File: config.mk
export PLATFORM = sky130hd
export DESIGN_NAME = clic
export DESIGN_NICKNAME = d
export VERILOG_FILES = /design/src/source/clic_pkg.sv /design/src/source/clic.sv /design/src/source/clic_arbiter.sv /design/src/source/clic_gateway.sv /design/src/source/clic_regs.sv
export VERILOG_INCLUDE_DIRS = /design/src /design/src/source
export SDC_FILE = /design/constraint.sdc
export NUM_CORES = 2
export LEC_CHECK = 0
export ABC_AREA = 1
export BUFFER_PORTS_ARGS = -buffer_cell sky130_fd_sc_hd__buf_2
export CAP_MARGIN = 40
export CORE_UTILIZATION = 50
export DETAILED_ROUTE_END_ITERATION = 16
export PLACE_DENSITY = 0.75
export SLEW_MARGIN = 20
export SYNTH_ARGS = -nofsm -noshare
export SYNTH_HDL_FRONTEND = slang
export SYNTH_HIERARCHICAL = 1
export SYNTH_SLANG_ARGS = --single-unit
File: constraint.sdc
create_clock -name clock -period 26.4 [get_ports clock]
set_clock_uncertainty 0.15 [all_clocks]
set_input_delay 2.64 -clock clock [delete_from_list [all_inputs] [get_ports clock]]
set_output_delay 2.64 -clock clock [all_outputs]
set_load 0.1 [all_outputs]
File: src/source/clic_params.svh
`ifndef CLIC_PARAMS_SVH
`define CLIC_PARAMS_SVH

// ========================================
// interrupt sizes.
// ========================================

// id 0 is reserved for no interrupt.
`define CLIC_NUM_INT 16

`define CLIC_INTCTL_BITS 8

`define CLIC_ID_W 12

// ========================================
// register map byte offsets.
// ========================================

`define CLIC_CFG_ADDR 0

`define CLIC_INFO_ADDR 4

// one word per interrupt from here.
`define CLIC_INT_BASE 4096

`endif

File: src/source/clic_pkg.sv
`default_nettype none

package clic_pkg;

  // trig[0] selects edge mode, trig[1] the falling edge.
  typedef struct packed {
    logic [1:0] mode;
    logic [1:0] trig;
    logic       shv;
  } clic_attr_t;

  // same bit order as bits 6 to 0 of the bus word.
  typedef struct packed {
    logic [1:0] nmbits;
    logic [3:0] nlbits;
    logic       nvbits;
  } clic_cfg_t;

  typedef struct packed {
    logic [24:0] rsvd;
    clic_cfg_t   cfg;
  } clic_cfg_word_t;

  // per interrupt word.
  typedef struct packed {
    logic [7:0] ctl;
    logic [1:0] mode;
    logic [2:0] rsvd2;
    logic [1:0] trig;
    logic       shv;
    logic [6:0] rsvd1;
    logic       ie;
    logic [6:0] rsvd0;
    logic       ip;
  } clic_int_word_t;

  // address picks the view.
  typedef union packed {
    clic_cfg_word_t cfg;
    clic_int_word_t intr;
  } clic_word_u;

endpackage

`default_nettype wire

File: src/source/clic.sv
`default_nettype none
`timescale 1ns/100ps

`include "clic_params.svh"

module clic import clic_pkg::*; (
  input  logic                     clock,
  input  logic                     reset,
  input  logic                     clic_valid,
  input  logic [31:0]              clic_addr,
  input  logic [31:0]              clic_wdata,
  input  logic [3:0]               clic_wstrb,
  output logic [31:0]              clic_rdata,
  output logic                     clic_ready,
  output logic                     clic_meip,
  output logic [`CLIC_ID_W-1:0]    clic_meid,
  input  logic [`CLIC_NUM_INT-1:0] clic_irpt
);

  logic [`CLIC_NUM_INT-1:0] pending;
  logic [`CLIC_NUM_INT-1:0] enable;
  logic [`CLIC_NUM_INT-1:0] ip_wr;
  logic ip_wdata;
  logic [3:0] nlbits;
  clic_attr_t attr [`CLIC_NUM_INT];
  logic [`CLIC_INTCTL_BITS-1:0] ctl [`CLIC_NUM_INT];

  clic_regs regs_inst (
    .clock    (clock),
    .reset    (reset),
    .valid    (clic_valid),
    .addr     (clic_addr),
    .wdata    (clic_wdata),
    .wstrb    (clic_wstrb),
    .pending  (pending),
    .rdata    (clic_rdata),
    .ready    (clic_ready),
    .nlbits   (nlbits),
    .enable   (enable),
    .attr     (attr),
    .ctl      (ctl),
    .ip_wr    (ip_wr),
    .ip_wdata (ip_wdata)
  );

  clic_gateway gateway_inst (
    .clock    (clock),
    .reset    (reset),
    .irpt     (clic_irpt),
    .attr     (attr),
    .ip_wr    (ip_wr),
    .ip_wdata (ip_wdata),
    .pending  (pending)
  );

  clic_arbiter arbiter_inst (
    .clock   (clock),
    .reset   (reset),
    .pending (pending),
    .enable  (enable),
    .ctl     (ctl),
    .nlbits  (nlbits),
    .meip    (clic_meip),
    .meid    (clic_meid)
  );

endmodule

`default_nettype wire

File: src/source/clic_arbiter.sv
`default_nettype none
`timescale 1ns/100ps

`include "clic_params.svh"

module clic_arbiter (
  input  logic                         clock,
  input  logic                         reset,
  input  logic [`CLIC_NUM_INT-1:0]     pending,
  input  logic [`CLIC_NUM_INT-1:0]     enable,
  input  logic [`CLIC_INTCTL_BITS-1:0] ctl [`CLIC_NUM_INT],
  input  logic [3:0]                   nlbits,
  output logic                         meip,
  output logic [`CLIC_ID_W-1:0]        meid
);

  localparam int id_w = `CLIC_ID_W;
  localparam int cw = `CLIC_INTCTL_BITS;

  logic [3:0] n_eff;
  logic [cw-1:0] level [`CLIC_NUM_INT];
  logic [cw-1:0] prio [`CLIC_NUM_INT];
  logic [cw-1:0] level_q [`CLIC_NUM_INT];
  logic [cw-1:0] prio_q [`CLIC_NUM_INT];
  logic [id_w-1:0] best_id;
  logic [cw-1:0] best_level;
  logic [cw-1:0] best_prio;
  logic [id_w-1:0] winner_q;

  // ========================================
  // stage 1, decode and mask.
  // ========================================

  assign n_eff = (nlbits > 4'd8) ? 4'd8 : nlbits;

  // level keeps the top n bits, prio the rest shifted up, both padded with ones.
  always_comb begin
    for (int i = 0; i < `CLIC_NUM_INT; i++) begin
      if (pending[i] && enable[i]) begin
        level[i] = ctl[i] | ({cw{1'b1}} >> n_eff);
        prio[i] = (ctl[i] << n_eff) | ~({cw{1'b1}} << n_eff);
      end else begin
        level[i] = '0;
        prio[i] = '0;
      end
    end
  end

  always_ff @(posedge clock) begin
    if (!reset) begin
      level_q <= '{default: '0};
      prio_q <= '{default: '0};
    end else begin
      level_q <= level;
      prio_q <= prio;
    end
  end

  // ========================================
  // stage 2, maximum search.
  // ========================================

  // id 0 skipped, ties keep the lower id.
  always_comb begin
    best_id = '0;
    best_level = '0;
    best_prio = '0;
    for (int i = 1; i < `CLIC_NUM_INT; i++) begin
      if ((level_q[i] > best_level) ||
          ((level_q[i] == best_level) && (prio_q[i] > best_prio))) begin
        best_id = id_w'(i);
        best_level = level_q[i];
        best_prio = prio_q[i];
      end
    end
  end

  always_ff @(posedge clock) begin
    if (!reset) begin
      winner_q <= '0;
      meip <= 1'b0;
      meid <= '0;
    end else begin
      winner_q <= best_id;
      meip <= winner_q != '0;
      meid <= winner_q;
    end
  end

  meip_matches_meid: assert property (
    @(posedge clock) disable iff (!reset) meip == (meid != '0)
  );

endmodule

`default_nettype wire

File: src/source/clic_gateway.sv
`default_nettype none
`timescale 1ns/100ps

`include "clic_params.svh"

module clic_gateway import clic_pkg::*; (
  input  logic                     clock,
  input  logic                     reset,
  input  logic [`CLIC_NUM_INT-1:0] irpt,
  input  clic_attr_t               attr [`CLIC_NUM_INT],
  input  logic [`CLIC_NUM_INT-1:0] ip_wr,
  input  logic                     ip_wdata,
  output logic [`CLIC_NUM_INT-1:0] pending
);

  logic [`CLIC_NUM_INT-1:0] irpt_q;
  logic [`CLIC_NUM_INT-1:0] edge_hit;

  // edge in the direction each interrupt selects.
  always_comb begin
    for (int i = 0; i < `CLIC_NUM_INT; i++) begin
      if (attr[i].trig[1]) begin
        edge_hit[i] = irpt_q[i] & ~irpt[i];
      end else begin
        edge_hit[i] = ~irpt_q[i] & irpt[i];
      end
    end
  end

  always_ff @(posedge clock) begin
    if (!reset) begin
      irpt_q <= '0;
      pending <= '0;
    end else begin
      irpt_q <= irpt;
      for (int i = 0; i < `CLIC_NUM_INT; i++) begin
        if (!attr[i].trig[0]) begin
          // level mode ignores software writes.
          pending[i] <= irpt[i];
        end else if (edge_hit[i]) begin
          pending[i] <= 1'b1;
        end else if (ip_wr[i]) begin
          pending[i] <= ip_wdata;
        end
      end
    end
  end

endmodule

`default_nettype wire

File: src/source/clic_regs.sv
`default_nettype none
`timescale 1ns/100ps

`include "clic_params.svh"

module clic_regs import clic_pkg::*; (
  input  logic                         clock,
  input  logic                         reset,
  input  logic                         valid,
  input  logic [31:0]                  addr,
  input  logic [31:0]                  wdata,
  input  logic [3:0]                   wstrb,
  input  logic [`CLIC_NUM_INT-1:0]     pending,
  output logic [31:0]                  rdata,
  output logic                         ready,
  output logic [3:0]                   nlbits,
  output logic [`CLIC_NUM_INT-1:0]     enable,
  output clic_attr_t                   attr [`CLIC_NUM_INT],
  output logic [`CLIC_INTCTL_BITS-1:0] ctl [`CLIC_NUM_INT],
  output logic [`CLIC_NUM_INT-1:0]     ip_wr,
  output logic                         ip_wdata
);

  localparam int idx_w = $clog2(`CLIC_NUM_INT);
  localparam logic [31:0] cfg_addr = `CLIC_CFG_ADDR;
  localparam logic [31:0] info_addr = `CLIC_INFO_ADDR;
  localparam logic [31:0] int_base = `CLIC_INT_BASE;
  localparam logic [31:0] int_end = int_base + 32'(4 * `CLIC_NUM_INT);

  // triggers, ctl bits, versions, interrupt count.
  localparam logic [31:0] info_word = {1'b0, 6'd0, 4'(`CLIC_INTCTL_BITS), 8'd0,
                                       13'(`CLIC_NUM_INT)};

  clic_cfg_t cfg;
  clic_word_u wword;
  clic_word_u rword;
  logic sel_cfg;
  logic sel_info;
  logic sel_int;
  logic is_write;
  logic [idx_w-1:0] idx;

  // ========================================
  // decode.
  // ========================================

  assign wword = wdata;
  assign is_write = |wstrb;
  assign idx = addr[idx_w+1:2];

  assign sel_cfg = addr[31:2] == cfg_addr[31:2];
  assign sel_info = addr[31:2] == info_addr[31:2];
  assign sel_int = (addr >= int_base) && (addr < int_end);

  assign nlbits = cfg.nlbits;

  // ip itself lives in the gateway.
  assign ip_wdata = wword.intr.ip;

  always_comb begin
    ip_wr = '0;
    ip_wr[idx] = valid & is_write & sel_int & wstrb[0];
  end

  // ========================================
  // register writes.
  // ========================================

  always_ff @(posedge clock) begin
    if (!reset) begin
      cfg <= '0;
      enable <= '0;
      attr <= '{default: '0};
      ctl <= '{default: '0};
    end else if (valid && is_write) begin
      if (sel_cfg && wstrb[0]) begin
        cfg <= wword.cfg.cfg;
      end
      if (sel_int) begin
        if (wstrb[1]) begin
          enable[idx] <= wword.intr.ie;
        end
        if (wstrb[2]) begin
          attr[idx].mode <= wword.intr.mode;
          attr[idx].trig <= wword.intr.trig;
          attr[idx].shv <= wword.intr.shv;
        end
        if (wstrb[3]) begin
          ctl[idx] <= wword.intr.ctl;
        end
      end
    end
  end

  // ========================================
  // read data and response.
  // ========================================

  always_comb begin
    rword = '0;
    if (sel_cfg) begin
      rword.cfg.cfg = cfg;
    end else if (sel_info) begin
      rword = info_word;
    end else if (sel_int) begin
      rword.intr.ip = pending[idx];
      rword.intr.ie = enable[idx];
      rword.intr.shv = attr[idx].shv;
      rword.intr.trig = attr[idx].trig;
      rword.intr.mode = attr[idx].mode;
      rword.intr.ctl = ctl[idx];
    end
  end

  always_ff @(posedge clock) begin
    if (!reset) begin
      ready <= 1'b0;
      rdata <= '0;
    end else begin
      ready <= valid & (sel_cfg | sel_info | sel_int);
      rdata <= '0;
      // writes return zero.
      if (valid && !is_write) begin
        rdata <= rword;
      end
    end
  end

  ready_follows_valid: assert property (
    @(posedge clock) disable iff (!reset) ready |-> $past(valid)
  );

  one_region: assert property (
    @(posedge clock) disable iff (!reset) valid |-> $onehot0({sel_cfg, sel_info, sel_int})
  );

endmodule

`default_nettype wire
==> out/results.ini <==
[outcome]
status = finished clean

[clock_tree]
cts_buffer_depth = 3
clock-sinks = 534
cts.clk_slew.worst_paths_ps = 60
cts_htree_levels = 2
cts_buffers = 57
tritoncts = built
cts-root-buf = clkbuf_16
clock_latency_ps = 650
hold_buffers = 0

[grt]
antenna_found_initial = 4
grt_pass1_vias = 29130
grt_pass1_wl_microns = 157800
track_usage = 0.2917
grt_remaining_overflow = 0
grt_max_degree = 128

[sta]
worst_slack_ps = 2288
finalCriticalPeriod_ps = 24110
timing.max_slew.rel_slack = 0.4071
rsz0062_at_grt = no
final_max_slew_viol_count = 0
fmax_mhz = 41.47
hold_viol = 0
setup_tns_ps = 0
tightestPinTransition_ps = 888.4
period_share = 0.9133
setup_violations = 0

[detailed_routing]
vias = 32770
wire_per_inst_microns = 17.03
post-route-drc-count = 0
final_antenna_net_count = 0
vias_per_cell = 5.497
routed_wl_microns = 101500
drt_iter0_markers = 4172
drt_first_pass_iters = 7

[synth]
synth_ff_type = dfxtp_1
synth_top_area_frac = 0.3192
synth_compound_area_frac = 0.1549
postSynthAreaPerCell_sq_um = 6.673
synth_area_leaders = dfxtp_1 32%, nand2_1 14%, inv_1 8.1%
synth_cells = 5019
syn-cell-area_sq_um = 33490
synth_mux_area_frac = 0
synthSimpleGateAreaFrac = 0.3194
ys_ff_latch = 534
ys.warnings.count = 6
synthAdderAreaFrac = 0.07958
synth_cell_types = 49
synth.yosys.seq_area_share = 0.3192
synth_edf_count = 0
synth_top_family_by_area = simple AND/OR/NAND/NOR gates
synth_xor_area_frac = 0
synth.largest_area_cell = dfxtp_1
async_flop_share = 0

[critical_path]
worst_path_max_delay_cell = o21ai_0
max_stage_delay_ps = 450
worstSetupEndpointType = register
cp.required_ps = 26770
start_kind = register
arrival_ps = 24480
cp_common_cell = nand2_1
path_class = reg -> reg
crit_path_max_fanout = 30

[job]
drv_cap = 0

[die]
die-height_microns = 260.8
rows = 94
boundaryPins = 133
start_util = 0.5076
core-area_sq_um = 65980
dieArea_sq_um = 68020
die_x_microns = 260.8

[finish]
drive_gt1_frac = 0.1052
fin_util = 0.5597
nFillCells = 6146
nNetsFinal = 5352
fin_area_sq_um = 36930
syn2layout_area_growth_pct = 10.26

[place]
post-dp-hpwl_microns = 74160
placed_area_sq_um = 34650
dpl_worst_slack_ps = 1452
portBuffers = 100
routabilityCongestion = 0.9217

[worst_hold_path]
hold_class = reg -> reg

[cell families after synthesis]
group,after synthesis
and+or+nand+nor,2305
AOI/OAI and AO/OA,936
other,2
buffers and inverters,1029
DFF,534
adders and majority gates,213
[through the flow]
stage / hold WS, ps / std cells
6_report: 294.6 / 5961
2_1_floorplan: 256.8 / 5036
3_5_place_dp: 280.8 / 5825
3_3_place_gp: 275.1 / 5819
4_1_cts: 285.5 / 5925
5_1_grt: 303.7 / 5957
[layer usage]
metal / GRT usage / routed length, microns / share of wire / vias up
met5: 0 / 11 / 0.00011 / -
met4: 0.1199 / 4257 / 0.042 / 2
met3: 0.04147 / 9636 / 0.095 / 250
met2: 0.4536 / 44080 / 0.43 / 1590
met1: 0.4030 / 43550 / 0.43 / 14800
li1: - / - / - / 16120
[worst max-delay path: cells and delay by family (launching register included)]
kind,cells,cell delay [ps]
buffers and inverters,31,4540
adder cells (fa/ha/maj),14,4370
AO/OA/AOI/OAI,36,7470
flip-flops,1,310
AND/OR/NAND/NOR,63,7120
[layout make-up]
| class | instances | area [sq um] | area share |
|---|---|---|---|
| multi-input cells | 3473 | 18690 | 0.5060 |
| flip-flops and latches | 534 | 10690 | 0.2895 |
| inverters | 761 | 2884 | 0.07810 |
| repair buffers | 217 | 1667 | 0.04513 |
| clock buffers | 81 | 1647 | 0.04459 |
| well taps | 864 | 1081 | 0.02927 |
| clock inverters | 19 | 207.7 | 0.005624 |
| repair inverters | 8 | 55.05 | 0.001491 |
| diodes | 4 | 10.01 | 0.0002711 |
[placed cells by master (no fill, tap or decap), types with 9 or more instances in the layout]
cell type   netlist  routed
a211oi_1         22      22
a21oi_1         196     196
a31oi_1          20      20
a41oi_1          11      11
and2_1           19      18
buf_2            41      99
buf_4            37      98
clkbuf_1        141      11
clkbuf_16         0      57
clkbuf_8          0      14
clkinv_1         13      11
clkinv_2          0       9
clkinvlp_4        0      16
conb_1            2      19
dfxtp_1         534     534
ha_1            213     213
inv_1           727     718
inv_2            21      24
nand2_1        1236    1232
nand2_2          38      40
nand3_1         112     112
nand3_2          11      11
nand3b_1         12      12
nand4_1          64      64
nand4_4          61      61
nor2_1          640     635
nor2_2           12      15
nor2_4           12      14
nor3_1           41      41
nor3_2           10      10
o211ai_1         28      28
o21ai_0         468     448
o21ai_1          19      36
o21bai_1         24      24
o22ai_1         116     116
or2_2            23      23
[flip-flops by register name, indices dropped and copies added (netlist names)]
| name | count |
|---|---|
| regs_inst/ready | 1 |
| regs_inst/attr | 80 |
| regs_inst/ctl | 128 |
| gateway_inst/irpt_q | 16 |
| regs_inst/rdata | 21 |
| arbiter_inst/prio_q | 120 |
| arbiter_inst/winner_q | 4 |
| regs_inst/enable | 16 |
| arbiter_inst/meid | 4 |
| arbiter_inst/level_q | 120 |
| gateway_inst/pending | 16 |
| regs_inst/nlbits | 4 |
| regs_inst/cfg | 3 |
| arbiter_inst/meip | 1 |
[path summary, 6_finish.rpt]
check,from,to,slack [ps],cells after the start
worst max-delay path,arbiter_inst/level_q[119]$_SDFF_PN0_,arbiter_inst/winner_q[2]$_SDFF_PN0_,2290,144
worst min register to register,regs_inst/cfg[5]$_SDFFE_PN0P_,regs_inst/rdata[5]$_SDFF_PN0_,290,2
worst min-delay path,regs_inst/cfg[5]$_SDFFE_PN0P_,regs_inst/rdata[5]$_SDFF_PN0_,290,2
worst max register to register,arbiter_inst/level_q[119]$_SDFF_PN0_,arbiter_inst/winner_q[2]$_SDFF_PN0_,2290,144
[synthesized netlist by cell type, types with 8 or more instances]
cell type / number
inv_1: 727
nor2_2: 12
dfxtp_1: 534
a21oi_1: 196
buf_4: 37
clkinv_1: 13
nor3_2: 10
a31oi_1: 20
buf_2: 41
nand4_1: 64
a41oi_1: 11
o211ai_1: 28
nand2_2: 38
buf_1: 30
and2_1: 19
nand2_1: 1236
inv_2: 21
ha_1: 213
o21bai_1: 24
nor2_1: 640
a221oi_1: 8
or2_2: 23
nand3_2: 11
o22ai_1: 116
nor2_4: 12
nand3_1: 112
buf_6: 12
nand4_4: 61
o21ai_0: 468
a211oi_1: 22
nor3_1: 41
clkbuf_1: 141
nand3b_1: 12
o21ai_1: 19
[repair_timing]
item                       CTS  global route
setup endpoints to repair    0             4
gates resized for setup      0            39
buffers inserted             0            16
Power is not shown: default switching activity piles up to over one toggle a cycle in this logic, so the estimate is an artifact.
